**config.mk**
```make
export PLATFORM = sky130hd
export DESIGN_NAME = buffer_avail
export DESIGN_NICKNAME = d
export VERILOG_FILES = /design/src/design/vlb_pkg.sv /design/src/design/buffer_avail.sv
export SDC_FILE = /design/constraint.sdc
export NUM_CORES = 2
export LEC_CHECK = 0
export BUFFER_PORTS_ARGS = -buffer_cell sky130_fd_sc_hd__buf_2
export CAP_MARGIN = 20
export CELL_PAD_IN_SITES_DETAIL_PLACEMENT = 0
export CELL_PAD_IN_SITES_GLOBAL_PLACEMENT = 1
export CORE_ASPECT_RATIO = 0.7
export CORE_MARGIN = 2
export CORE_UTILIZATION = 40
export DETAILED_ROUTE_END_ITERATION = 16
export GPL_TIMING_DRIVEN = 1
export PLACE_DENSITY_LB_ADDON = 0.1
export REMOVE_ABC_BUFFERS = 1
export SYNTH_ARGS = -nofsm -noshare
export SYNTH_HDL_FRONTEND = slang
export SYNTH_SLANG_ARGS = --single-unit
```
**constraint.sdc**
```tcl
create_clock -name i_clk -period 8.45 [get_ports i_clk]
set_input_delay 1.2675 -clock i_clk [delete_from_list [all_inputs] [get_ports i_clk]]
set_output_delay 1.2675 -clock i_clk [all_outputs]
set_load 0.02 [all_outputs]
```
**src/design/vlb_pkg.sv**
```systemverilog
package vlb_pkg;

    ////////////////////////////////////////////////////////////
    // network size
    ////////////////////////////////////////////////////////////

    // one queue per destination tor
    localparam int TOR_NUM = 8;
    localparam int TOR_W = 3;

    // slots in one ocs rotation
    localparam int SLOT_NUM = 2;
    localparam int SLOT_ID_W = 3;

    ////////////////////////////////////////////////////////////
    // byte counts
    ////////////////////////////////////////////////////////////

    localparam int SIZE_W = 32;

    // one byte count per tor, tor t in slice t
    localparam int VEC_W = TOR_NUM * SIZE_W;

endpackage
```
**src/design/buffer_avail.sv**
```systemverilog
`timescale 1ns/1ps

module buffer_avail #(
    parameter logic [vlb_pkg::SIZE_W-1:0] P_SLOT_MAX_BYTES = 262144
) (
    input  logic                      i_clk,
    input  logic                      i_rst,
    input  logic                      i_snap,
    input  logic [vlb_pkg::VEC_W-1:0] i_local_queue,
    input  logic [vlb_pkg::VEC_W-1:0] i_unlocal_queue,
    input  logic [vlb_pkg::VEC_W-1:0] i_relay,
    input  logic                      i_relay_valid,
    output logic [vlb_pkg::VEC_W-1:0] o_avail
);
    import vlb_pkg::*;

    logic              r_snap_d;
    logic [SIZE_W-1:0] r_local   [TOR_NUM];
    logic [SIZE_W-1:0] r_unlocal [TOR_NUM];
    logic [SIZE_W-1:0] r_avail   [TOR_NUM];

    // free buffer is computed one cycle after capture
    always_ff @(posedge i_clk or posedge i_rst) begin
        if (i_rst) begin
            r_snap_d <= 1'b0;
        end else begin
            r_snap_d <= i_snap;
        end
    end

    for (genvar t = 0; t < TOR_NUM; t++) begin : g_tor
        // queue snapshot
        always_ff @(posedge i_clk) begin
            if (i_snap) begin
                r_local[t]   <= i_local_queue[t*SIZE_W +: SIZE_W];
                r_unlocal[t] <= i_unlocal_queue[t*SIZE_W +: SIZE_W];
            end
        end

        // fresh slot wins over a relay landing in the same cycle
        always_ff @(posedge i_clk or posedge i_rst) begin
            if (i_rst) begin
                r_avail[t] <= '0;
            end else if (r_snap_d) begin
                r_avail[t] <= P_SLOT_MAX_BYTES - r_local[t] - r_unlocal[t];
            end else if (i_relay_valid) begin
                r_avail[t] <= r_avail[t] - i_relay[t*SIZE_W +: SIZE_W];
            end
        end

        assign o_avail[t*SIZE_W +: SIZE_W] = r_avail[t];

        // allocator must never grant more than was free
        a_no_underflow : assert property (@(posedge i_clk) disable iff (i_rst)
            (i_relay_valid && !r_snap_d) |-> (i_relay[t*SIZE_W +: SIZE_W] <= r_avail[t]));
    end

endmodule

```
== After elaboration in Yosys (flattened, before gate mapping) ==
Memory sizes are Yosys's and may differ from the RTL's.
Cells that the tools add are included.

* Memories kept: 2
* RAM bits: 512
* Flip-flop bits (word level): 257
* Input bits: 772
* Logic and storage cells: 54
* Output and inout port bits: 256

* Muxes and demuxes: 18
* $add $sub $neg: 24
* Reductions and logical operators: 1

{| class="wikitable"
|+ Memory list
! name !! words !! bits a word !! rd ports !! clocked after memory_dff !! wr ports !! line !! text
|-
| r_local || 8 || 32 || 8 || 0 || 8 || buffer_avail.sv:18 || <nowiki>logic [SIZE_W-1:0] r_local [TOR_NUM];</nowiki>
|-
| r_unlocal || 8 || 32 || 8 || 0 || 8 || buffer_avail.sv:19 || <nowiki>logic [SIZE_W-1:0] r_unlocal [TOR_NUM];</nowiki>
|}

{| class="wikitable"
|+ Operators with widths
! operator !! number
|-
| 2-to-1 mux 32 bit || 16
|-
| subtractor 32 bit || 16
|-
| subtractor 19 x 32 -> 32 bit, first input constant || 8
|-
| 2-to-1 mux 1 bit || 2
|-
| nonzero test 2 bit || 1
|}

== Depth between registers and ports, before layout ==
* Word-level depth: 3
* Mapped depth: 16
* Depth with buffers taken out: 16

== Least setup slack after synthesis ==
OpenSTA, ideal clock, no wires.

* Path type: input port to flip-flop
* Start: in i_relay[193] in the netlist's numbering
* End: reg r_avail (netlist bit o_avail[223])
* Stages on the path: 13
* Path buffers: 0
* Arrival time: 3970 ps
* Data required time: 8324 ps
* Library setup time: 126 ps
* Slack: 4354 ps
* Cells stage by stage: inv_1 > ha_1 > nor2b_1 > o31ai_2 > o211ai_2 > o311ai_2 > a21boi_1 > a21oi_2 > o41ai_2 > o41ai_1 > xor2_1 > mux2_1 > a221o_1

* Word-level cells in the longest chain between the ends: 3

{| class="wikitable"
|+ Ends and longest elaborated chain
! item !! line !! text
|-
| start, declared || buffer_avail.sv:11 || <nowiki>input logic [vlb_pkg::VEC_W-1:0] i_relay,</nowiki>
|-
| subtractor 32 bit || buffer_avail.sv:47 || <nowiki>r_avail[t] <= r_avail[t] - i_relay[t*SIZE_W +: SIZE_W];</nowiki>
|-
| 2-to-1 mux 32 bit || buffer_avail.sv:46 || <nowiki>end else if (i_relay_valid) begin</nowiki>
|-
| 2-to-1 mux 32 bit || buffer_avail.sv:44 || <nowiki>end else if (r_snap_d) begin</nowiki>
|-
| end signal, assigned by index || buffer_avail.sv:45 || <nowiki>r_avail[t] <= P_SLOT_MAX_BYTES - r_local[t] - r_unlocal[t];</nowiki>
|-
| end signal, assigned by index || buffer_avail.sv:47 ||
|-
| end, declared || buffer_avail.sv:20 || <nowiki>logic [SIZE_W-1:0] r_avail [TOR_NUM];</nowiki>
|}

Every way passes these cells. The select of a mux whose other input is x is not followed.
A chain may end at the register's enable or synchronous reset.

==> impl_results.md <==
- Setup Skew: 22.9 ps
- Max incr delay on CP: 510 ps
- Mapped cell area: about 55000 um2
- Initial core utilization: between 40 and 50%
- Top cell type by total area after synthesis: edfxtp_1
- Die width: 449 um
- DIE AREA: roughly 140000 um2
- Crit-path slowest cell: o21ai_1
- Most common cell after layout, fill and taps aside: buf_2
- Setup bufs post-CTS: 0
- # hold bufs at CTS: 0
- Largest net degree at the start of global routing: between 150 and 200
- Clk slew on worst S/H paths: ~60 ps
- Synthesized instance count: 5770
- Worst vdd ir: around 0.00017 V
- Post-synth top area share: between 20% and 30%
- CTS-repair resized insts: 0
- WL final: between 150000 and 200000 um
- Post-synth EDFFs: 512
- DRT antenna net count: 0
- Layout cell share with drive strength beyond 1: between 10% and 20%
- DR WL/cell: between 20 and 25 um
- DR vias/cell: between 5 and 6
- DR vias: approximately 45000
- Worst Path Required: roughly 9000 ps
- Synth warnings: 0
- Vias in the first global route: 43719
- Min cycle time layout: around 4400 ps
- R2R cell count: 16
- Max Cap Viol: 0
- Cells taking the most area after synthesis: edfxtp_1 28%, ha_1 17%, dfrtp_1 12%, inv_1 5.9%, a21oi_1 4.6%
- Fill count: around 13000
- Final setup vio count: 0
- Final Hold Viols: 0
- CTS buffer count: 90
- GPL Wtd Cong: 0.908
- DR iter-0 viols: roughly 2900
- Syn_area_per_cell: between 9 and 10 um2
- Most frequent cells in the layout: 1025 x buf_2, 871 x inv_1, 736 x ha_1, 512 x edfxtp_1, 508 x a21oi_1
- Fmax: between 200 and 250 MHz
- FFs w/ async S/R, synth: between 30% and 40%
- Min-delay worst type: flop to flop
- Final slew viol count: 0
- Worst reg2reg setup slack: between 4000 and 5000 ps
- CP startpoint kind: flop
- PwrDens: 291 nW/um2
- Leak: 0.0326 uW
- WP data arrival: 4940 ps
- CTS tree: done
- Placed cell area: roughly 63000 um2
- Final period utilization: ~52%
- Register area share after synthesis: 39.3%
- Buffers added on ports: between 1000 and 1500
- CP Capture Type: flop
- Die Span Y: roughly 320 um
- Clock Sinks: just under 800
- Synthesis-to-layout area growth: 19.1%
- CTS Buffer Depth: 3
- Outcome: finished clean
- Initial antenna violation count: ~130
- Drt drc: 0
- Global-route wire length before repair: around 270000 um
- Area of the core: approximately 140000 um2
- Worst Max-Slew Pin Slew: 1080 ps
- Nets: about 8300
- WS Path Type: flop to flop
- Global route total overflow: 0
- Num rows: ~110
- 1st-pass router iterations: 6
- Crit-path max FO: 3
- Hold Crit Depth: 2
- Distinct cells, synth: 92
- Layout Utilization: 47.9%
- Unrepaired setup endpoints after global routing: no
- Sequence of cells on the critical path: ha_1 -> inv_1 -> ha_1 -> inv_1 -> fa_1 -> nor2b_1 -> o211ai_1 -> a311o_1 -> o21ai_1 -> o21ai_1 -> nor3_1 -> o32a_1 -> nand4_1 -> a21oi_1 -> o211ai_1 -> o31a_1
- Clk_lat worst skew: ~710 ps
- Final instance area: 66000 um2
- Top FF cell, synth: edfxtp_1
- Clock root cell: clkbuf_16
- #FFs+latches synth: just under 800
- Total GRT Usage: approximately 25%
- Slew Limit Headroom: between 20 and 30%
- H-tree levels: 3
- Ports placed on the boundary: 1028
- Detail Placement HPWL: ~140000 um
Yosys cell counts (all sizes together) (13+ instances only):
cell type / instances
o21bai: 54
a21boi: 24
nand4: 33
a21o: 202
a211o: 19
mux2i: 113
buf: 22
or3: 33
xnor2: 271
nand2b: 72
dfrtp: 257
o21a: 76
and2: 16
nor3: 85
edfxtp: 512
o211ai: 27
nor2: 286
inv: 873
and4: 13
a21oi: 511
a22oi: 39
a31oi: 54
o31ai: 26
and3: 43
xor2: 129
nor2b: 91
fa: 16
a221oi: 15
a211oi: 67
o21ai: 361
nand3: 69
ha: 736
clkbuf: 94
nand2: 324
or2: 15
state kept, by name (all words and copies together) (netlist names):
register and count:
o_avail 256, r_local 256, r_unlocal 256, r_snap_d 1
report_power, final:
part	internal (uW)	total, uW	switching, uW	leakage (uW)
sequential	4790	5350	559	0.00802
combinational	3900	9570	5670	0.0230
clock	2580	4310	1730	0.00153
total	11300	19200	7950	0.0326
area by class of cell:
cell class,count,area [um2],share of cell area [%]
Multi-Input combinational cell,4011,29900,45.3
Sequential cell,769,21800,33.1
Timing Repair Buffer,1043,5340,8.10
Inverter,874,3300,5.00
Clock buffer,115,2500,3.79
Tap cell,1856,2320,3.52
Clock inverter,51,691,1.05
Antenna cell,41,103,0.155
final timing paths:
check | from | endpoint
max | r_unlocal[0][97] | o_avail[127]
min | o_avail[88] | o_avail[88]
max reg2reg | r_unlocal[0][97] | o_avail[127]
min reg2reg | o_avail[88] | o_avail[88]
max in group asynchronous | i_rst | r_snap_d
min in group asynchronous | i_rst | o_avail[57]
critical path, delay by kind of cell (launching register included):
kind / cells / cell delay, ps
compound gates: 8 / 2120
fa+ha+maj: 3 / 980
simple gates: 3 / 630
flops: 1 / 370
buf+inv: 2 / 140
layer usage:
metal	vias to the layer above	GRT usage, %	wire length, um
li1	22568	-	-
met1	21132	32.1	79700
met2	1137	40.2	83300
met3	421	4.96	9000
met4	44	10.9	8160
met5	-	0	283
cells by family (layout without fill, tap and decap cells):
group / count (synthesis) / in the layout / share of synthesized area (%)
AO/OA/AOI/OAI: 1610 / 1610 / 18.4
AND/OR/NAND/NOR: 1124 / 1124 / 9.76
buffers and inverters: 990 / 2083 / 6.71
flip-flops: 769 / 769 / 39.3
adder cells (fa/ha/maj): 752 / 752 / 17.2
XOR/XNOR: 400 / 400 / 6.33
multiplexers: 125 / 125 / 2.28
other: 0 / 41 / 0
per-stage QoR:
stage | power [uW] | setup TNS, ps | std cells | setup WS, ps | hold WS, ps
final | 19200 | 0 | 8760 | 4090 | 536
after detailed placement | 14900 | 0 | 8553 | 3710 | 531
after global placement | 14900 | 0 | 8553 | 3810 | 500
after CTS | 19400 | 0 | 8719 | 4150 | 545
after global routing | 20600 | 0 | 8754 | 3800 | 572
after floorplan | 12100 | -204650 | 5654 | -2960 | 616
(Power assumes the default switching activity.)
