`src/design/vlb_pkg.sv`:
```
package vlb_pkg;

    ////////////////////////////////////////////////////////////
    // network size
    ////////////////////////////////////////////////////////////

    // one queue per destination tor
    localparam int TOR_NUM = 8;
    localparam int TOR_W = 3;

    // slots in one ocs rotation
    localparam int SLOT_NUM = 2;
    localparam int SLOT_ID_W = 3;

    ////////////////////////////////////////////////////////////
    // byte counts
    ////////////////////////////////////////////////////////////

    localparam int SIZE_W = 32;

    // one byte count per tor, tor t in slice t
    localparam int VEC_W = TOR_NUM * SIZE_W;

endpackage
```
`src/design/offer_arbiter.sv`:
```
`timescale 1ns/1ps

module offer_arbiter (
    input  logic                       i_clk,
    input  logic                       i_rst,
    input  logic                       i_offer0_valid,
    input  logic [vlb_pkg::VEC_W-1:0]  i_offer0,
    input  logic [vlb_pkg::SIZE_W-1:0] i_offer0_cap,
    input  logic                       i_offer1_valid,
    input  logic [vlb_pkg::VEC_W-1:0]  i_offer1,
    input  logic [vlb_pkg::SIZE_W-1:0] i_offer1_cap,
    input  logic                       i_relay_valid,
    output logic                       o_grant,
    output logic                       o_grant_port,
    output logic [vlb_pkg::VEC_W-1:0]  o_offer,
    output logic [vlb_pkg::SIZE_W-1:0] o_cap
);
    import vlb_pkg::*;

    logic [VEC_W-1:0]  r_offer0;
    logic [VEC_W-1:0]  r_offer1;
    logic [SIZE_W-1:0] r_cap0;
    logic [SIZE_W-1:0] r_cap1;
    logic [1:0]        r_pend;
    logic              r_busy;
    logic              w_issue;
    logic              w_sel;

    ////////////////////////////////////////////////////////////
    // offer capture
    ////////////////////////////////////////////////////////////

    // a newer offer simply replaces the waiting one
    always_ff @(posedge i_clk) begin
        if (i_offer0_valid) begin
            r_offer0 <= i_offer0;
            r_cap0   <= i_offer0_cap;
        end
        if (i_offer1_valid) begin
            r_offer1 <= i_offer1;
            r_cap1   <= i_offer1_cap;
        end
    end

    ////////////////////////////////////////////////////////////
    // serial grant, port 0 first
    ////////////////////////////////////////////////////////////

    assign w_issue = !r_busy && (|r_pend);
    assign w_sel   = !r_pend[0];

    // set after clear so a strobe on the granted port stays pending
    always_ff @(posedge i_clk or posedge i_rst) begin
        if (i_rst) begin
            r_pend <= 2'b00;
        end else begin
            if (w_issue) begin
                r_pend[w_sel] <= 1'b0;
            end
            if (i_offer0_valid) begin
                r_pend[0] <= 1'b1;
            end
            if (i_offer1_valid) begin
                r_pend[1] <= 1'b1;
            end
        end
    end

    // busy from grant until the allocator result is back
    always_ff @(posedge i_clk or posedge i_rst) begin
        if (i_rst) begin
            r_busy       <= 1'b0;
            o_grant      <= 1'b0;
            o_grant_port <= 1'b0;
        end else begin
            o_grant <= w_issue;
            if (w_issue) begin
                r_busy       <= 1'b1;
                o_grant_port <= w_sel;
            end else if (i_relay_valid) begin
                r_busy <= 1'b0;
            end
        end
    end

    always_ff @(posedge i_clk) begin
        if (w_issue) begin
            o_offer <= w_sel ? r_offer1 : r_offer0;
            o_cap   <= w_sel ? r_cap1 : r_cap0;
        end
    end

    // each grant gets its result next cycle with no grant stacked behind it
    a_one_in_flight : assert property (@(posedge i_clk) disable iff (i_rst)
        o_grant |=> (i_relay_valid && !o_grant));

endmodule

```
`config.mk`:
```
export PLATFORM = sky130hd
export DESIGN_NAME = offer_arbiter
export DESIGN_NICKNAME = d
export VERILOG_FILES = /design/src/design/vlb_pkg.sv /design/src/design/offer_arbiter.sv
export SDC_FILE = /design/constraint.sdc
export NUM_CORES = 1
export LEC_CHECK = 0
export ABC_AREA = 1
export BUFFER_PORTS_ARGS = -buffer_cell sky130_fd_sc_hd__buf_2
export CAP_MARGIN = 20
export CORE_AREA = 2 2 338 340
export DETAILED_ROUTE_END_ITERATION = 8
export DIE_AREA = 0 0 340 342
export PLACE_DENSITY = 0.42
export RECOVER_POWER = 25
export SYNTH_ARGS = -nofsm -noshare
export SYNTH_HDL_FRONTEND = slang
export SYNTH_SLANG_ARGS = --single-unit
```
`constraint.sdc`:
```
create_clock -name i_clk -period 14.76 [get_ports i_clk]
set_input_delay 2.952 -clock i_clk [delete_from_list [all_inputs] [get_ports i_clk]]
set_output_delay 2.952 -clock i_clk [all_outputs]
set_load 0.005 [all_outputs]
```
### After elaboration in Yosys (flattened, before gate mapping)

Index checks and enable logic that the tools add are counted.

| storage, ports and cells | value |
|---|---|
| flip-flop bits (word level) | 869 |
| bits of input ports | 581 |
| output and inout port bits | 290 |
| logic and storage cells | 32 |

| cells by class | value |
|---|---|
| magnitude comparators | 2 |
| mux-type cells | 9 |
| bitwise logic cells | 2 |
| reductions and logical operators | 8 |

Operators with widths:

| operator | count |
|---|---|
| 2-to-1 mux 256 bit | 1 |
| 2-to-1 mux 32 bit | 1 |
| nonzero test 2 bit | 3 |
| 2-to-1 mux 1 bit | 5 |
| bitwise AND 2 bit | 1 |
| logical AND 1 bit | 2 |
| zero test 1 bit | 2 |
| less-than comparator 1 x 2 -> 1 bit, second input constant | 1 |
| 2-to-1 mux 2 bit | 1 |
| NOT 2 bit | 1 |
| OR reduction 2 bit | 1 |
| demux 1 bit (select 1 bit) | 1 |
| greater-or-equal comparator 1 bit, second input constant | 1 |

### Longest topological paths before layout

| logic depth | value |
|---|---|
| depth after elaboration | 9 |
| gate-level depth with buffers | 6 |
| mapped depth without buffers | 4 |

### Least setup slack after synthesis

OpenSTA, ideal clock, no wires.

| timing | value |
|---|---|
| kind | register to register |
| start point | register r_pend[0] |
| end point | register o_grant |
| library setup time | 730 ps |
| data arrival time | 6171 ps |
| required time | 14030 ps |
| setup slack | 7859 ps |
| stages on the path, launching flop included | 4 |
| buffers on the path | 1 |
| period minus slack after synthesis | 6901 ps |
| cells stage by stage | dfrtp_1 -> buf_4 -> o21ai_0 -> inv_1 |

| on the way | value |
|---|---|
| longest elaborated chain between the ends | 2 |

RTL lines:

| item | line | source |
|---|---|---|
| from (decl) | offer_arbiter.sv:24 | `logic [1:0] r_pend;` |
| from (signal assigned) | offer_arbiter.sv:55 | `r_pend <= 2'b00;` |
| from (signal, indexed assignment) | offer_arbiter.sv:58 | `r_pend[w_sel] <= 1'b0;` |
| from (signal assigned) | offer_arbiter.sv:61 | `r_pend[0] <= 1'b1;` |
| OR reduction 2 bit | offer_arbiter.sv:49 | `assign w_issue = !r_busy && (\|r_pend);` |
| logical AND 1 bit | offer_arbiter.sv:49 |  |
| via w_issue | offer_arbiter.sv:26 | `logic w_issue;` |
| to (signal assigned) | offer_arbiter.sv:76 | `o_grant <= w_issue;` |
| to (decl) | offer_arbiter.sv:13 | `output logic o_grant,` |

The timed path passes the listed nets, and every way through them passes these cells.
A chain may end at the register's enable or synchronous reset.

### Final worst setup path

| timing | value |
|---|---|
| start point | register r_pend[0] |
| end point | register o_offer[165] (netlist name) (data pin) |

| on the way | value |
|---|---|
| longest elaborated chain between the ends | 1 |

RTL lines:

| item | line | source |
|---|---|---|
| 2-to-1 mux 256 bit | offer_arbiter.sv:88 | `o_offer <= w_sel ? r_offer1 : r_offer0;` |
| to (signal assigned) | offer_arbiter.sv:88 |  |
| to (decl) | offer_arbiter.sv:15 | `output logic [vlb_pkg::VEC_W-1:0] o_offer,` |

No other way between the ends.

==> summary.md <==
| Metric | Value |
|---|---|
| Worst Hold Slack | 0.496 ns |
| Standard cell with the maximum stage delay on the critical path | clkinvlp_2 |
| Final Hold Fails | 0 |
| Status | finished, violations left |
| Max capacitance violation total | 2 |
| Overflow left after global routing | 0 |
| DRC Markers | 0 |
| Count of warnings emitted by yosys | 0 |
| Clock-pin slew reported for the worst setup and hold paths after clock tree synthesis | 0.06 ns |
| Arrival time of the worst setup path | 8.51 ns |
| CTS Buf Count | 98 |
| Std-Cell Core Area | 113,000 sq um |
| Worst setup skew after layout | 0.0305 ns |
| Library cell appearing most often on the critical path | nand2_1 |
| Synth-to-layout area growth | 31.2% |
| H-tree depth | 3 |
| Clock Tree Buf Depth | 3 |
| Routed vias | 17,400 |
| Fraction of layout instances using a drive strength above 1 | 36.3% |
| Overall die height | 342 um |
| Last weighted congestion value of the routability-driven placer | 0.823 |
| Number of DRC violations after detailed-routing iteration 0 | 956 |
| Top metal layer carrying routed signals | met5 |
| Met3 WL | 7.05 mm |
| Residual antenna-violating net count after detailed routing | 0 |
| Classification of the worst-slack hold path | flip-flop to flip-flop |
| Flops & latches, synth | 869 |
| Number of antenna violations at the first check in global routing | 42 |
| Post-synth net total | 2,391 |
| Number of nets in the finished design | 3,309 |
| Maximum fanout count along the critical path | 133 |
| Multi-input logic area | 3280 sq um |
| Layout fillers | 11,100 |
| Worst path cell trace | clkinvlp_2, buf_4, nand2_1, nand2_1 |
| Slew of the pin with the lowest slew margin | 5.95 ns |
| TritonCTS clock tree | yes |
| Number of library cell types mapped by synthesis | 12 |
| Full die area | 116,000 sq um |
| Share of Yosys cell area claimed by the top area cell type | 87.2% |
| Post-cts repair resize count | 0 |
| Total global-route track usage | 14.2% |
| Sequential cell area | 26,100 sq um |
| Routed metal-1 wire length | 31.3 mm |
| Placement row count | 124 |
| Pin count of the biggest net entering global routing | 134 |
| Die width | 340 um |
| CTS sink cnt | 869 |
| Unrepaired setup endpoints after global routing | false |
| Share of synthesized area occupied by flip-flops and latches | 87.6% |
| Worst stage delay on the critical path | 4.51 ns |
| Synthesized area per cell | 16.4 sq um |
| Post-detailed-route wirelength per cell | 19.8 um |
| Number of global-route vias before repair | 18,100 |
| Time the worst path needs with I/O delays and setup | 8.09 ns |
| Cts hold-fix bufs | 0 |
| Max Clock Freq | 124 MHz |
| Number of buffer cells added on primary ports | 870 |
| Violations in the final reports | capacitance limit, slew limit |
| Critical path launch point type | flip-flop |
| Final instance area | 39,000 sq um |
| Sum of negative setup slack | 0 ns |
| Required time worst endpoint | 15.18 ns |
| Total power divided by cell area | 183 nW/um^2 |
| Setup violation total in the final timing report | 0 |
| Post-CTS Setup Bufs | 0 |
| Worst Setup End Kind | flip-flop |
| Detailed-route wire length | 85.9 mm |
| Count of final max-slew check failures | 244 |
| Number of cells after detailed placement | 4,140 |
| Worst setup path category | flip-flop to flip-flop |
| Metal2 WL | 44.2 mm |
| Yosys top cell by area | edfxtp_1 |
| Avg Vias per Cell | 4.01 |
| Netlist Area Pre-Place | 29,800 sq um |
| Boundary pin count | 871 |
| Normalized max-slew margin | -297% |
| Root buf cell | clkbuf_16 |
| Area after detailed placement | 35,800 sq um |
| Main area contributors after synthesis | edfxtp_1, nand2_1, buf_4 |
| Initial cell density of the core | 26.3% |
| Post-synthesis instance total | 1,810 |
| First-pass GRT wire length | 121 mm |
| Maximum ir drop on the vdd rail | 0.0000858 V |
| Fin cells | 4,347 |
| Total iterations of the first detailed-routing run | 7 |
| Detailed-placement wirelength estimate | 56.9 mm |
| Insertion delay of the later-clocked pin in the worst-skew pair | 0.68 ns |
| Leakage | 0.0161 uW |
| Crit share post-route | 54.8% |
==> worst max-delay path, delay by kind of cell (launching register included) <==
kind                   cells  cell delay (ns)
AND/OR/NAND/NOR            2             0.30
buffers and inverters      2             6.46
flip-flops                 1             0.88
==> cell usage after synthesis <==
cell,number
nand2_1,868
edfxtp_1,864
buf_2,34
buf_4,25
dfrtp_1,5
inv_1,4
clkbuf_1,3
buf_6,2
o21ai_0,2
inv_2,1
nand3_1,1
o21bai_1,1
==> per-stage QoR <==
stage	util, %	setup slack (ns)	power [uW]
2_1_floorplan	-	7.86	4080
3_3_place_gp	31.6	9.66	4750
3_5_place_dp	31.6	9.63	4760
4_1_cts	34.5	10.37	7230
5_1_grt	34.5	5.73	7500
6_report	34.5	6.67	7150
==> area by class of cell <==
class                           instances  area share, %
Antenna cell                           25          0.160
Inverter                                5         0.0545
Clock inverter                         62           1.68
Timing Repair Buffer                  882           11.5
Multi-Input combinational cell        872           8.40
Tap cell                             1512           4.85
Sequential cell                       869           66.8
Clock buffer                          120           6.55
==> metal layers <==
layer,GRT usage (%),vias up
li1,-,8211
met1,15.4,8381
met2,24.7,625
met3,5.23,189
met4,6.17,30
met5,0,-
==> cells in the final DEF (no fill, tap or decap) <==
cell type     n
clkbuf_1     21
clkinv_2     16
buf_4         9
clkinv_16     2
edfxtp_1    864
clkinvlp_4    2
buf_2       868
bufinv_16    11
o21bai_1      1
buf_8         2
clkinv_4      1
clkbuf_16    99
dfrtp_1       5
buf_12        3
inv_6         2
diode_2      25
clkinvlp_2    2
o21ai_0       2
inv_1         3
clkinv_1     25
inv_8         1
inv_16        2
nand2_1     868
nand3_1       1
==> cells by family after synthesis <==
family | count (synthesis) | synth area share, %
AOI/OAI and AO/OA | 3 | 0.0589
buffers and inverters | 69 | 1.38
and+or+nand+nor | 869 | 11.0
DFF | 869 | 87.6
==> worst paths after layout <==
kind | from | to | slack (ns) | cells past startpoint
max reg2reg | r_pend[0] | o_offer[165] | 6.67 | 4
max in group asynchronous | i_rst | r_busy | 12.28 | 2
max | r_pend[0] | o_offer[165] | 6.67 | 4
min in group asynchronous | i_rst | o_grant | 2.22 | 2
min reg2reg | r_offer0[235] | o_offer[235] | 0.50 | 2
min | r_offer0[235] | o_offer[235] | 0.50 | 2
==> where the power goes <==
group	internal [uW]	switching, uW
clock network	1430	1010
registers	3390	122
logic	403	807
total	5220	1930
==> state kept, by name, indices dropped and copies added (netlist names) <==
signal	cells
o_offer	256
r_offer0	256
r_offer1	256
o_cap	32
r_cap0	32
r_cap1	32
r_pend	2
o_grant	1
o_grant_port	1
r_busy	1
(Power assumes the default switching activity.)
