### src/design/vlb_pkg.sv
package vlb_pkg;

    ////////////////////////////////////////////////////////////
    // network size
    ////////////////////////////////////////////////////////////

    // one queue per destination tor
    localparam int TOR_NUM = 8;
    localparam int TOR_W = 3;

    // slots in one ocs rotation
    localparam int SLOT_NUM = 2;
    localparam int SLOT_ID_W = 3;

    ////////////////////////////////////////////////////////////
    // byte counts
    ////////////////////////////////////////////////////////////

    localparam int SIZE_W = 32;

    // one byte count per tor, tor t in slice t
    localparam int VEC_W = TOR_NUM * SIZE_W;

endpackage
### src/design/relay_allocator.sv
`timescale 1ns/1ps

module relay_allocator (
    input  logic                       i_clk,
    input  logic                       i_rst,
    input  logic                       i_grant,
    input  logic                       i_grant_port,
    input  logic [vlb_pkg::VEC_W-1:0]  i_offer,
    input  logic [vlb_pkg::SIZE_W-1:0] i_cap,
    input  logic [vlb_pkg::VEC_W-1:0]  i_avail,
    input  logic [vlb_pkg::TOR_W-1:0]  i_hop_even,
    input  logic [vlb_pkg::TOR_W-1:0]  i_hop_odd,
    output logic [vlb_pkg::VEC_W-1:0]  o_relay,
    output logic                       o_relay_valid,
    output logic                       o_relay_port
);
    import vlb_pkg::*;

    logic [TOR_W-1:0]        w_prim;
    logic [TOR_W-1:0]        w_sec;
    logic [SIZE_W-1:0]       w_prim_rel;
    logic [SIZE_W-1:0]       w_sec_rel;
    logic [SIZE_W-1:0]       w_cap_left;
    logic [VEC_W-1:0]        w_relay_vec;
    logic [SIZE_W+TOR_W-1:0] w_relay_sum;

    function automatic logic [SIZE_W-1:0] min3(input logic [SIZE_W-1:0] a,
                                               input logic [SIZE_W-1:0] b,
                                               input logic [SIZE_W-1:0] c);
        logic [SIZE_W-1:0] m;
        m = (a < b) ? a : b;
        return (m < c) ? m : c;
    endfunction

    // port 0 sits on the even ocs, so its own hop goes first
    assign w_prim = i_grant_port ? i_hop_odd : i_hop_even;
    assign w_sec  = i_grant_port ? i_hop_even : i_hop_odd;

    assign w_prim_rel = min3(i_offer[w_prim*SIZE_W +: SIZE_W], i_cap,
                             i_avail[w_prim*SIZE_W +: SIZE_W]);

    // secondary only gets what the primary left of the capacity
    assign w_cap_left = i_cap - w_prim_rel;
    assign w_sec_rel  = min3(i_offer[w_sec*SIZE_W +: SIZE_W], w_cap_left,
                             i_avail[w_sec*SIZE_W +: SIZE_W]);

    for (genvar t = 0; t < TOR_NUM; t++) begin : g_tor
        assign w_relay_vec[t*SIZE_W +: SIZE_W] =
            (w_prim == TOR_W'(t)) ? w_prim_rel :
            (w_sec == TOR_W'(t))  ? w_sec_rel  : '0;
    end

    always_ff @(posedge i_clk or posedge i_rst) begin
        if (i_rst) begin
            o_relay       <= '0;
            o_relay_valid <= 1'b0;
            o_relay_port  <= 1'b0;
        end else begin
            o_relay_valid <= i_grant;
            if (i_grant) begin
                o_relay      <= w_relay_vec;
                o_relay_port <= i_grant_port;
            end
        end
    end

    // total over the whole result vector
    always_comb begin
        w_relay_sum = '0;
        for (int t = 0; t < TOR_NUM; t++) begin
            w_relay_sum = w_relay_sum + (SIZE_W + TOR_W)'(o_relay[t*SIZE_W +: SIZE_W]);
        end
    end

    // peer capacity of the granted offer bounds the whole result
    a_within_cap : assert property (@(posedge i_clk) disable iff (i_rst)
        o_relay_valid |-> (w_relay_sum <= (SIZE_W + TOR_W)'($past(i_cap))));

endmodule

### config.mk
export PLATFORM = sky130hd
export DESIGN_NAME = relay_allocator
export DESIGN_NICKNAME = d
export VERILOG_FILES = /design/src/design/vlb_pkg.sv /design/src/design/relay_allocator.sv
export SDC_FILE = /design/constraint.sdc
export NUM_CORES = 2
export LEC_CHECK = 0
export BUFFER_PORTS_ARGS = -buffer_cell sky130_fd_sc_hd__buf_2
export CORE_AREA = 5 5 313 315
export CTS_BUF_LIST = sky130_fd_sc_hd__clkbuf_4
export CTS_CLUSTER_SIZE = 8
export DETAILED_ROUTE_END_ITERATION = 6
export DIE_AREA = 0 0 318 320
export HOLD_SLACK_MARGIN = 0.05
export PLACE_DENSITY = 0.47
export RECOVER_POWER = 100
export SLEW_MARGIN = 20
export SYNTH_ARGS = -nofsm -noshare
export SYNTH_HDL_FRONTEND = slang
export SYNTH_SLANG_ARGS = --single-unit
### constraint.sdc
create_clock -name i_clk -period 18.8 [get_ports i_clk]
set_input_delay 4.7 -clock i_clk [delete_from_list [all_inputs] [get_ports i_clk]]
set_output_delay 4.7 -clock i_clk [all_outputs]
set_load 0.05 [all_outputs]
After elaboration in Yosys (flattened, before gate mapping)
Cells that the tools add are included.
Cells by class
  equality and inequality tests: 14
  multipliers: 0
  div/mod/pow operators: 0
  muxes and demuxes: 22
  reduce and logical (&&, ||, !) cells: 2
  shift-type cells: 4
  bitwise operators: 0
  add/sub/neg operators: 1
  $lt $le $gt $ge: 4
Operator list (number)
  $shiftx 256x9->32: 4
  $mux 32: 20
  $lt 32x32->1: 4
  $sub 32x32->32: 1
  $eq 3x3->1 const B: 8
  $eq 3x2->1 const B: 4
  $eq 3x1->1 const B: 2
  $logic_not 3->1: 2
  $mux 3: 2
Word-level totals
  bits in writable memories: 0
  memories: 0
  flip-flop bits (word level): 258
  word-level logic and storage cells: 50
  memory bits (read-only): 0
  bits of input ports: 554
  output and inout port bits: 258
  latch bits: 0

Longest topological paths before layout
  word-level depth: 13
  mapped depth: 81
  depth with buffers taken out: 70

Worst setup path after synthesis
OpenSTA, ideal clock, no wires.
  kind: input -> register
  from: input i_grant_port
  to: register o_relay[125] (netlist name)
  cell stages on the path: 75
  path buffers: 15
  required time: 18.650 ns
  slack: -1.189 ns
  setup time: 0.150 ns
  arrival time: 19.839 ns
  cells stage by stage: buf_2 > buf_6 > mux2i_2 > buf_2 > buf_2 > clkbuf_1 > buf_1 > clkbuf_1 > clkbuf_1 > nand2_1 > nand3_1 > a31oi_1 > inv_1 > ha_1 > nand2_1 > o21ai_0 > a22oi_1 > nand4_1 > (+39 left out) > a21oi_1 > ha_1 > a21o_1 > a21o_1 > a21o_1 > a21o_1 > a21oi_1 > nor2b_1 > o21ai_0 > nand2_1 > or4_1 > a221o_1 > nor3b_1 > mux2_4 > nor2_2 > buf_6 > o31ai_4 > o221ai_1
Between the ends
  cells in the longest elaborated chain, start to end: 13
  elaborated cells between the ends (all ways): 19
  classes of those cells: add/sub (1); order compare (4); eq/ne (2); shift (4); mux (8)
Ends and longest elaborated chain
  start: declaration: line relay_allocator.sv:7  | input logic i_grant_port,
  $mux 3: line relay_allocator.sv:36  | assign w_prim = i_grant_port ? i_hop_odd : i_hop_even;
  $shiftx 256x9->32: line relay_allocator.sv:39  | assign w_prim_rel = min3(i_offer[w_prim*SIZE_W +: SIZE_W], i_cap,
  $lt 32x32->1: line relay_allocator.sv:31  | m = (a < b) ? a : b;
  $mux 32: line relay_allocator.sv:31
  $lt 32x32->1: line relay_allocator.sv:32  | return (m < c) ? m : c;
  $mux 32: line relay_allocator.sv:32
  $sub 32x32->32: line relay_allocator.sv:43  | assign w_cap_left = i_cap - w_prim_rel;
  $lt 32x32->1: line relay_allocator.sv:31
  $mux 32: line relay_allocator.sv:31
  $lt 32x32->1: line relay_allocator.sv:32
  $mux 32: line relay_allocator.sv:32
  $mux 32: line relay_allocator.sv:50  | (w_sec == TOR_W'(t)) ? w_sec_rel : '0;
  $mux 32 (*): line relay_allocator.sv:49  | (w_prim == TOR_W'(t)) ? w_prim_rel :
  end signal: assignment: line relay_allocator.sv:61  | o_relay <= w_relay_vec;
  end: declaration: line relay_allocator.sv:13  | output logic [vlb_pkg::VEC_W-1:0] o_relay,
Every way passes the cells marked *; elsewhere a longest branch is shown, timed or not.
A chain may end at the register's enable or synchronous reset.

Worst setup path in the final report
  from: input i_grant_port
  to: register o_relay[59] (netlist name)
The elaborated chain is that of the path after synthesis.

==> impl_metrics.yaml <==
outcome:
  status: "complete, but fails checks"
  violations: "design-rule violations, max-capacitance violations, max-slew violations"
sta:
  drv_slew: 285
  worst-slew-pin-transition_ps: 5220
  fmax_mhz: 55.1
  skew_ps: 0
  whs_ps: 487
  slew_headroom: -2.50
  setup_viol_count_final: 0
  fin_crit_sh: 0.965
  period_needed_ps: 18130
  hold_violations: 0
power:
  vdd_drop_max_mv: 0.160
  leakage_uw: 0.0166
  power.density_nw_per_um2: 202
logic_synthesis:
  yosys_warnings: 0
  synth-async-reset-ratio: 1.00
  synth_edf_count: 0
  synth_top_area_cell: "dfrtp_1"
  synth_area_um2: 26100
  seq_area_frac_synth: 0.248
  synth-main-ff-cell: "dfrtp_1"
  syn_inst: 3831
  ys_types: 86
  synth_top_area_share: 0.248
  synth.area.top_cells: "dfrtp_1 (25%), nand2_1 (19%), o221ai_1 (7.6%)"
  ys_ff_latch: 258
  syn-mean-instance-area_um2: 6.81
  syn-num-nets: 4537
detailed_routing:
  top_layer: "met5"
  route.met3.wl_um: 16200
  avgViaCountPerCell: 5.82
  wl_met2_um: 81400
  wl_met1_um: 68800
  via_count: 35400
  postRouteAntennaNets: 0
  wire_per_inst_um: 29.2
  first_pass_iters: 7
  drtIter0Drc: 4041
  drt-total-wl_um: 178000
  drc: 10
cts:
  root_buffer: "clkbuf_4"
  htreeDepth: 3
  clkSlewWorstSetupHoldPaths_ps: 60
  clk_path_buf_depth: 3
  clkLatencyLatePin_ps: 700
  hold_buffers: 0
  cts_tree: "yes"
  cts_buffers: 69
  cts.sinks: 258
setup_path:
  crit_end: "o_relay[59]"
  timing.rr.end: "o_relay[119]"
  crit_path_top_delay_cell: "fa_2"
  crit_arrival_ps: 18700
  regToRegStartpoint: "o_relay[119]"
  worstSetupPathType: "input port to register"
  critPathMaxStageDelay_ps: 420
  crit_path_frequent_cell: "buf_4"
  crit_path_end_kind: "register"
  start_kind: "input port"
  cp_max_fo: 21
  r2r_cells: 2
  critPathRequiredTime_ps: 19370
  cp-startpoint: "i_grant_port"
  ff2ff_setup_slack_ps: 17780
grt:
  grt_overflow_total: 0
  grt_use_total: 0.325
  antenna_found_initial: 95
  grt_first_pass_wirelength_um: 246000
  grt_pass1_vias: 33000
  grt_max_degree: 159
final_layout:
  drive_gt1_frac: 0.234
  area_delta_synth_final_pct: 32.6
  num-nets-final: 5426
  instances_no_fill: 6085
placed_design:
  gp_congestion: 1.03
  post-dp-hpwl_um: 139000
  portBuffers: 811
  place_inst: 5898
die:
  start_util: 0.276
  io_pins: 812
  coreArea_um2: 94600
  die_area_um2: 102000
  die_h_um: 320
  row_count: 113
  die_w_um: 318
hold_path:
  min_path_type: "register to register"
job:
  maxCapViolations: 4
==> cell usage in the layout, fill, tap and decap left out, types with 7 or more instances in the layout <==
cell type     n
nand2_1    1313
buf_2       551
nand3_1     311
buf_4       278
clkbuf_1    261
dfrtp_1     258
o221ai_1    225
ha_1        151
inv_1       142
and3_1      132
nor2_1      126
a311oi_1    122
a31oi_1     110
clkbuf_4    102
a21oi_1      93
diode_2      59
o21ai_1      54
o21ai_0      52
a21o_1       38
nand4_1      25
a222oi_1     24
buf_12       23
o21ai_2      21
mux2i_1      19
nor3_1       18
a31oi_2      15
nor2b_1      14
a221o_1      13
xnor2_1      13
nand2b_1     12
or2_2        12
o21a_1       10
or3_1        10
o211ai_1      9
and2_1        9
a211oi_1      8
a31o_2        7
xor2_1        7
mux2_4        7
buf_6         7
==> cells in the mapped netlist (58+ instances only) <==
cell type,instances
ha_1,151
a311oi_1,125
nand3_1,313
nor2_1,129
a31oi_1,124
o21ai_0,58
a21oi_1,98
inv_1,144
o221ai_1,225
dfrtp_1,258
and3_1,132
nand2_1,1316
clkbuf_1,244
==> layout make-up <==
class | instances | area, µm²
Clock buffer | 101 | 758
Inverter | 145 | 551
Clock inverter | 11 | 104
Fill cell | 10400 | 60000
Tap cell | 1265 | 1580
Sequential cell | 258 | 6460
Timing Repair Buffer | 1131 | 6560
Multi-Input combinational cell | 3115 | 18400
Antenna cell | 59 | 148
==> cells by family after synthesis <==
logic type                 after synthesis  share of synthesized area
muxes                                   44                     0.0186
buffers and inverters                  459                     0.0679
xor gates and xnor gates                20                    0.00672
DFF                                    258                      0.248
adders and majority gates              155                     0.0744
AOI/OAI and AO/OA                      878                      0.254
and+or+nand+nor                       2017                      0.331
==> per-stage QoR <==
step                setup slack (ps)  TNS (ps)   util  total power (µW)  area (µm²)
global route                    -143    -10990  0.365              7380       34500
floorplan                       2.30         0      -              3970       26200
CTS                              331         0  0.362              6940       34200
detailed placement              -412    -66490  0.353              6390       33400
global placement                -275    -41990  0.353              6400       33400
finish                           667         0  0.365              6970       34600
==> report_power, final <==
group / internal [µW] / switching [µW] / total [µW]
registers: 769 / 149 / 918
clock network: 272 / 241 / 513
logic: 1930 / 3600 / 5540
total: 2970 / 3990 / 6970
==> what timing repair did <==
action                                 4_1_cts  5_1_grt
buffers inserted                             0        9
setup endpoints to repair                    0      256
endpoints found under the hold margin        0        0
gates resized for setup                      0       61
==> worst max-delay path, delay by kind of cell <==
kind | cells | cell delay (ps)
compound gates | 33 | 6490
buf+inv | 17 | 2580
simple gates | 18 | 2420
fa+ha+maj | 6 | 1720
mux | 3 | 720
==> metal layers <==
metal,up-vias,track usage
li1,15700,-
met1,17200,0.401
met2,1989,0.533
met3,456,0.0773
met4,36,0.162
met5,-,0
==> worst min-delay path by stage <==
stage,cells past startpoint,from,to,slack (ps)
after global routing,2,o_relay[194],o_relay[194],510
after CTS,2,o_relay[177],o_relay[177],490
after global placement,2,o_relay[177],o_relay[177],470
after detailed placement,2,o_relay[79],o_relay[79],470
after floorplan,2,o_relay[41],o_relay[41],800
final,2,o_relay[166],o_relay[166],490
==> flip-flops by register name, indices dropped and copies added, names as in the netlist <==
signal and flops:
o_relay 256, o_relay_port 1, o_relay_valid 1
Power figures use the tool's default switching activity.
