`config.mk`:
```
export PLATFORM = sky130hd
export DESIGN_NAME = slot_sync
export DESIGN_NICKNAME = d
export VERILOG_FILES = /design/src/design/vlb_pkg.sv /design/src/design/slot_sync.sv
export SDC_FILE = /design/constraint.sdc
export NUM_CORES = 1
export LEC_CHECK = 0
export ABC_AREA = 1
export BUFFER_PORTS_ARGS = -buffer_cell sky130_fd_sc_hd__buf_2
export CAP_MARGIN = 25
export CORE_AREA = 3 3 40 42
export DETAILED_ROUTE_END_ITERATION = 16
export DIE_AREA = 0 0 43 45
export PLACE_DENSITY_LB_ADDON = 0.2
export SLEW_MARGIN = 30
export SYNTH_ARGS = -nofsm -noshare
export SYNTH_HDL_FRONTEND = slang
export SYNTH_SLANG_ARGS = --single-unit
```
`constraint.sdc`:
```
create_clock -name i_clk -period 0.9 [get_ports i_clk]
set_input_delay 0 -clock i_clk [delete_from_list [all_inputs] [get_ports i_clk]]
set_output_delay 0 -clock i_clk [all_outputs]
set_load 0.02 [all_outputs]
```
`src/design/vlb_pkg.sv`:
```
package vlb_pkg;

    ////////////////////////////////////////////////////////////
    // network size
    ////////////////////////////////////////////////////////////

    // one queue per destination tor
    localparam int TOR_NUM = 8;
    localparam int TOR_W = 3;

    // slots in one ocs rotation
    localparam int SLOT_NUM = 2;
    localparam int SLOT_ID_W = 3;

    ////////////////////////////////////////////////////////////
    // byte counts
    ////////////////////////////////////////////////////////////

    localparam int SIZE_W = 32;

    // one byte count per tor, tor t in slice t
    localparam int VEC_W = TOR_NUM * SIZE_W;

endpackage
```
`src/design/slot_sync.sv`:
```
`timescale 1ns/1ps

module slot_sync (
    input  logic                         i_clk,
    input  logic                         i_rst,
    input  logic                         i_slot_start,
    input  logic [vlb_pkg::SLOT_ID_W-1:0] i_slot_id,
    input  logic                         i_check_queue_resp,
    output logic                         o_check_queue_req,
    output logic                         o_snap,
    output logic [vlb_pkg::SLOT_ID_W-1:0] o_slot_id
);
    import vlb_pkg::*;

    logic                 r_slot_start;
    logic [SLOT_ID_W-1:0] r_slot_id;
    logic [2:0]           r_resp_sync;

    ////////////////////////////////////////////////////////////
    // slot start latch
    ////////////////////////////////////////////////////////////

    always_ff @(posedge i_clk or posedge i_rst) begin
        if (i_rst) begin
            r_slot_start <= 1'b0;
            r_slot_id    <= '0;
        end else begin
            r_slot_start <= i_slot_start;
            // id holds until the next slot pulse
            if (i_slot_start) begin
                r_slot_id <= i_slot_id;
            end
        end
    end

    ////////////////////////////////////////////////////////////
    // queue check handshake
    ////////////////////////////////////////////////////////////

    // response comes from the queue manager domain
    always_ff @(posedge i_clk or posedge i_rst) begin
        if (i_rst) begin
            r_resp_sync <= 3'b000;
        end else begin
            r_resp_sync <= {r_resp_sync[1:0], i_check_queue_resp};
        end
    end

    // request held until the synced response shows up
    always_ff @(posedge i_clk or posedge i_rst) begin
        if (i_rst) begin
            o_check_queue_req <= 1'b0;
        end else if (r_resp_sync[2]) begin
            o_check_queue_req <= 1'b0;
        end else if (r_slot_start) begin
            o_check_queue_req <= 1'b1;
        end
    end

    // rising edge of the synced response, queue sizes are stable here
    assign o_snap    = r_resp_sync[1] & ~r_resp_sync[2];
    assign o_slot_id = r_slot_id;

    // a snapshot only follows a request that was already out
    a_snap_after_req : assert property (@(posedge i_clk) disable iff (i_rst)
        o_snap |-> $past(o_check_queue_req, 2));

endmodule

```
# After elaboration in Yosys (flattened, before gate mapping)
# Index checks and enable logic that the tools add are counted.
# totals
register_bits	8
latch_bits	0
ramBits	0
rom_bits	0
in_bits	7
output_inout_bits	5
elab_cells	9
mem_count	0
# op_classes
n_addsub	0
multipliers	0
n_div	0
magnitude_cmp	0
eq_ne	0
n_shift	0
n_mux	2
bitwise_logic	2
reduce_logical	1
# ops
cell	n
two-way mux 1 bit	2
nonzero test 2 bit	1
bitwise AND 1 bit	1
inverter 1 bit	1

# Longest topological paths before layout
# Gate-level depths: netlist of the first run.
# depth
depth_word	2
mapped_depth	3
depth_no_buf	3

# Least setup slack after synthesis of the first run
# OpenSTA, ideal clock, no wires.
# synth_path
path_type	reg-to-reg
from	register, netlist name o_check_queue_req
to	register o_check_queue_req
setup_ns	0.116
arrival_ns	0.586
required_time_ns	0.784
path_slack_ns	0.198
stages_incl_launch_ff	3
path_buffers	0
synth_period_minus_slack_ns	0.702
path_cell_list	dfrtp_1 nor2_1 nor2_1
# synth_rtl
element	line_no	text
end signal: assignment	slot_sync.sv:52	o_check_queue_req <= 1'b0;
end signal: assignment	slot_sync.sv:54	o_check_queue_req <= 1'b0;
end signal: assignment	slot_sync.sv:56	o_check_queue_req <= 1'b1;
end: declaration	slot_sync.sv:9	output logic o_check_queue_req,

# Worst setup path in the final report of the first run
# layout_path
from	register r_resp_sync[1]
to	output o_snap
# layout_between
elab_chain_len	1
# layout_rtl
element	line_no	text
start: declaration	slot_sync.sv:17	logic [2:0] r_resp_sync;
start signal: assignment	slot_sync.sv:45	r_resp_sync <= {r_resp_sync[1:0], i_check_queue_resp};
bitwise AND 1 bit	slot_sync.sv:61	assign o_snap = r_resp_sync[1] & ~r_resp_sync[2];
end: declaration	slot_sync.sv:10	output logic o_snap,
# No other way between the ends.

==> flow_metrics.env, run 1 <==
export IMPL_status="finished, final reports clean"
export IMPL_final_util_pct=33.5
export IMPL_rsz0062_at_grt="no"
export IMPL_htree_levels=1
export IMPL_route_detailed_drc=0
export IMPL_hold_viol=0
export IMPL_vias=221
export IMPL_vdd_drop_max_mv=0.577
export IMPL_synthCells=23
export IMPL_antenna_cells=0
export IMPL_cts_root_buf="clkbuf_4"
export IMPL_pre_cts_slack_ns=0.276
export IMPL_finalMaxSlewViolations=0
export IMPL_slew_headroom_pct=80.5
export IMPL_total_power_w=0.000760
export IMPL_finalCriticalPeriod_ns=0.855
export IMPL_min_path_type="input pin to async pin"
export IMPL_cp_max_fo=2
export IMPL_cts_tree="done"
export IMPL_yosysSeqAreaShare_pct=78.0
export IMPL_required_ns=0.90
export IMPL_cp_slowest_stage_delay_ns=0.34
export IMPL_worst_slew_pin_transition_ns=0.292
export IMPL_finClkSkew_ns=0.00524
export IMPL_fill_cells=142
export IMPL_syn_to_final_growth_pct=67.8
export IMPL_path_clk_slew_ns=0.05
export IMPL_powerDensity_nw_per_um2=1770
export IMPL_wl_per_cell_um=8.28
export IMPL_die_h_um=45
export IMPL_io_pins=12
export IMPL_die_area_um2=1940
export IMPL_drtIter0Drc=4
export IMPL_leakagePower_nw=0.237
export IMPL_multiInputGateArea_um2=45.0
export IMPL_fmax_mhz=1170
export IMPL_syn_avg_cell_area_um2=11.2
export IMPL_ff2ff_path_depth=2
export IMPL_fin_tns_setup_ns=0
export IMPL_path_cells="inv_1, nor2_1, buf_4"
export IMPL_cts_sinks=8
export IMPL_routed_wl_um=497
export IMPL_placementRows=13
export IMPL_period_share_pct=95.0
export IMPL_setup_viol=0
export IMPL_worstSetupPathType="flip-flop to output pin"
export IMPL_slowest_stage="dfrtp_1"
export IMPL_start_kind="flip-flop"
export IMPL_netlist_area_um2=256
export IMPL_reg2reg_from="r_resp_sync[2]"
export IMPL_worstSkewPairLatency_ns=0.24
export IMPL_setup_ws_ns=0.0454
export IMPL_track_usage_pct=5.98
export IMPL_coreArea_um2=1280
export IMPL_synth_net_count=30
export IMPL_grt_antenna_before_repair=0
export IMPL_initial_utilization_pct=20.0
export IMPL_drive_gt1_share_pct=37.8
export IMPL_ys_ff_latch=8
export IMPL_grt_pass1_wl_um=759
export IMPL_grt_pass1_vias=200
export IMPL_maxCapViolCount=0
export IMPL_cts_path_max_buffers=2
export IMPL_seq_area_um2=200
export IMPL_fp_dieW_um=43
export IMPL_gp_congestion=0.643
export IMPL_end_kind="output pin"
export IMPL_overflow=0
export IMPL_r2r_end="o_check_queue_req"
export IMPL_grt_max_degree=9
export IMPL_firstDrtPassIters=2
export IMPL_ys_types=5
export IMPL_ant_nets=0
export IMPL_worstPathArrival_ns=0.85
export IMPL_r2r_setup_slack_ns=0.22
export IMPL_cts_made_buffers=3
export IMPL_layout_nets=54
export IMPL_yosys_warnings=0
export IMPL_io_buffers=11
export IMPL_viasPerCell=3.68
## worst max-delay path: cells and delay by family (launching register included)
kind / cells / cell delay, ns
buffers and inverters: 2 / 0.18
DFF: 1 / 0.34
and+or+nand+nor: 1 / 0.09
## cell type report
type	count	area share, %
Sequential cell	8	46.5
Clock buffer	3	5.23
Inverter	3	2.62
Multi-Input combinational cell	12	10.5
Tap cell	15	4.36
Timing Repair Buffer	19	30.8
## worst max path at each step
stage,startpoint,endpoint,slack [ns]
after floorplan,o_check_queue_req,o_check_queue_req,0.20
after global placement,r_resp_sync[2],o_snap,0.29
after detailed placement,o_check_queue_req,o_check_queue_req,0.28
after CTS,r_resp_sync[2],o_snap,0.02
after global routing,r_resp_sync[1],o_snap,0.0003
final,r_resp_sync[1],o_snap,0.05
## layout by cell type (no fill, tap or decap)
cell and n:
buf_2 10, buf_4 3, clkbuf_4 3, dfrtp_1 8, dlygate4sd3_1 6, inv_1 2
inv_2 1, nand2_1 9, nor2_1 3
## cell usage after synthesis, drive strengths merged
library cell	n	area, um2
inv	3	11.3
nand2	9	33.8
dfrtp	8	200
nor2	3	11.3
## sequential cells by signal, summed over array words and instances, names as in the netlist
register,flops
r_resp_sync,3
o_check_queue_req,1
r_slot_start,1
o_slot_id,3
## metal layers
metal  up-vias  part of all wire [%]  global-route usage, %  wire, um
met2         5                    50                   7.78       247
met3         0                   7.8                   3.19        39
li1        116                     -                      -         -
met1       100                    42                   6.22       210
met5         -                     0                      0         0
met4         0                     0                   7.23         0
## cell families after synthesis
kind of cell | synth area share [%]
buffers and inverters | 4.39
DFF | 78.0
and+or+nand+nor | 17.6
## power by group
group / switching [W] / total (W) / internal (W) / leakage (nW)
clock: 0.000105 / 0.000257 / 0.000151 / 0.0138
combinational: 0.0000560 / 0.000109 / 0.0000526 / 0.128
sequential: 0.0000102 / 0.000395 / 0.000385 / 0.0956
## stage by stage
| step | instances | hold WS [ns] | cell area (um2) |
|---|---|---|---|
| 2_1_floorplan | 23 | -0.184 | 256 |
| 3_3_place_gp | 49 | -0.0486 | 330 |
| 3_5_place_dp | 49 | -0.0431 | 330 |
| 4_1_cts | 58 | 0.241 | 413 |
| 5_1_grt | 60 | 0.281 | 430 |
| 6_report | 60 | 0.234 | 430 |
## repair_timing
| item | 4_1_cts | 5_1_grt |
|---|---|---|
| buffers inserted | 0 | 2 |
| gates resized for setup | 0 | 1 |
| hold buffers | 6 | 0 |
| hold endpoints to repair | 13 | 0 |
| endpoints found under the setup margin | 0 | 1 |
Note: power is estimated with default switching activity, not from simulation.
==> run 2: changes to the inputs <==
--- a/config.mk
+++ b/config.mk
@@ -11,7 +11,9 @@
 export CORE_AREA = 3 3 40 42
 export DETAILED_ROUTE_END_ITERATION = 16
 export DIE_AREA = 0 0 43 45
+export MAX_ROUTING_LAYER = met4
 export PLACE_DENSITY_LB_ADDON = 0.2
+export SETUP_SLACK_MARGIN = 0.1
 export SLEW_MARGIN = 30
 export SYNTH_ARGS = -nofsm -noshare
 export SYNTH_HDL_FRONTEND = slang
==> run 2 against run 1 <==
Effect of this change: non-clock buffer count is 1 higher; clock-buffer cell count unchanged; cell area grew 2.3%; register-to-register slack got worse by 0.02 ns; total power is 1.0% higher; routed wire length grew 1.0%; fmax stayed put; combinational power increased by 6%; largest cell class unchanged; highest routed layer unchanged.
==> flow_metrics.env, run 2 (synthesized netlist as in run 1, its figures left out) <==
export IMPL_status="finished, final reports clean"
export IMPL_firstDrtPassIters=2
export IMPL_io_pins=12
export IMPL_drive_gt1_share_pct=39.1
export IMPL_antenna_cells=0
export IMPL_grt_antenna_before_repair=0
export IMPL_seq_power_share_pct=51.4
export IMPL_required_ns=0.90
export IMPL_finalMaxSlewViolations=0
export IMPL_crit_path_start="r_resp_sync[1]"
export IMPL_track_usage_pct=6.16
export IMPL_drtIter0Drc=4
export IMPL_initial_utilization_pct=20.0
export IMPL_grt_pass1_vias=200
export IMPL_setup_viol=0
export IMPL_end_kind="output pin"
export IMPL_maxCapViolCount=0
export IMPL_cts_tree="done"
export IMPL_hold_ws_ns=0.233
export IMPL_p_int_w=0.000595
export IMPL_vias=223
export IMPL_die_h_um=45
export IMPL_gp_congestion=0.649
export IMPL_placementRows=13
export IMPL_r2r_setup_slack_ns=0.20
export IMPL_fmax_mhz=1170
export IMPL_route_detailed_drc=0
export IMPL_grt_max_degree=9
export IMPL_worstSetupPathType="flip-flop to output pin"
export IMPL_comb_power_share_pct=15.1
export IMPL_clkPwrFrac_pct=33.5
export IMPL_start_kind="flip-flop"
export IMPL_die_area_um2=1940
export IMPL_min_path_type="input pin to async pin"
export IMPL_ant_nets=0
export IMPL_syn_to_final_growth_pct=71.7
export IMPL_htree_levels=1
export IMPL_slew_headroom_pct=80.5
export IMPL_fp_dieW_um=43
export IMPL_overflow=0
export IMPL_cts_root_buf="clkbuf_4"
export IMPL_reg2reg_from="o_slot_id[2]"
export IMPL_leakagePower_nw=0.243
export IMPL_cts_sinks=8
export IMPL_cts_path_max_buffers=2
export IMPL_powerDensity_nw_per_um2=1740
export IMPL_cts_made_buffers=3
export IMPL_hold_viol=0
export IMPL_vdd_drop_max_mv=0.558
export IMPL_cp_max_fo=2
export IMPL_p_sw_w=0.000173
export IMPL_viasPerCell=3.66
export IMPL_r2r_end="o_slot_id[2]"
export IMPL_rsz0062_at_grt="yes"
export IMPL_endpoint="o_snap"
export IMPL_finClkSkew_ns=0.00524
export IMPL_path_clk_slew_ns=0.05
export IMPL_fin_tns_setup_ns=0
export IMPL_p_sw_share_pct=22.5
export IMPL_routed_wl_um=502
export IMPL_worst_slew_pin_transition_ns=0.292
export IMPL_wl_per_cell_um=8.23
export IMPL_io_buffers=11
export IMPL_ff2ff_path_depth=3
export IMPL_final_cell_mix="nand2_1, buf_2, dfrtp_1, dlygate4sd3_1, buf_4"
export IMPL_finalCriticalPeriod_ns=0.855
export IMPL_worstSkewPairLatency_ns=0.24
export IMPL_grt_pass1_wl_um=759
export IMPL_coreArea_um2=1280
export IMPL_layout_nets=55
export IMPL_period_share_pct=95.0
export IMPL_worstPathArrival_ns=0.85
run 2: changes by cell type in the layout (fill, tap and decap cells not counted):
cell / previous run / this run
buf_2: 10 / 9
buf_4: 3 / 5
run 2: repair_timing:
action	4_1_cts	5_1_grt
setup buffers	0	3
setup endpoints to repair	1	2
pin swaps	0	1
hold buffers	6	0
gates resized for setup	1	1
hold endpoints to repair	13	0
run 2: power by group through the flow:
stage	combinational [W]	sequential, W	clock, W
6_report	0.000116	0.000395	0.000257
5_1_grt	0.000129	0.000396	0.000284
4_1_cts	0.000104	0.000395	0.000274
3_5_place_dp	0.0000827	0.000401	0
3_3_place_gp	0.0000807	0.000400	0
2_1_floorplan	0.0000251	0.000419	0
run 2: through the flow:
step	cell area [um2]	util, %	setup WS [ns]	cells	power [W]
3_5_place_dp	330	25.7	0.276	49	0.000483
2_1_floorplan	256	-	0.198	23	0.000444
6_report	440	34.3	0.0454	61	0.000768
5_1_grt	440	34.3	0.000292	61	0.000810
3_3_place_gp	330	25.7	0.287	49	0.000481
4_1_cts	415	32.3	0.0362	58	0.000772
run 2: worst min-delay path by stage:
stage	to	slack [ns]	cells past startpoint	startpoint
2_1_floorplan	o_check_queue_req	-0.18	1	i_rst
3_3_place_gp	r_resp_sync[0]	-0.05	2	i_rst
3_5_place_dp	r_resp_sync[1]	-0.04	2	i_rst
4_1_cts	r_slot_start	0.24	3	i_rst
5_1_grt	r_slot_start	0.28	3	i_rst
6_report	r_slot_start	0.23	3	i_rst
run 2: worst max-delay path, cell delays in order, from the launching register on:
cell and delay [ns]:
dfrtp_1 0.34, inv_1 0.04, nor2_1 0.09, buf_4 0.14
run 2: area by class of cell:
type / count / area (um2)
timing repair buffer: 20 / 143
sequential: 8 / 200
clock buffer: 3 / 22.5
multi-input combinational: 12 / 45.0
tap: 15 / 18.8
inverter: 3 / 11.3
fill: 142 / 845
run 2: layer usage:
| layer | track usage, % | share of wire (%) |
|---|---|---|
| met5 | - | 0 |
| met4 | 7.23 | 0 |
| met3 | 3.19 | 7.8 |
| met1 | 6.22 | 43 |
| met2 | 7.78 | 49 |
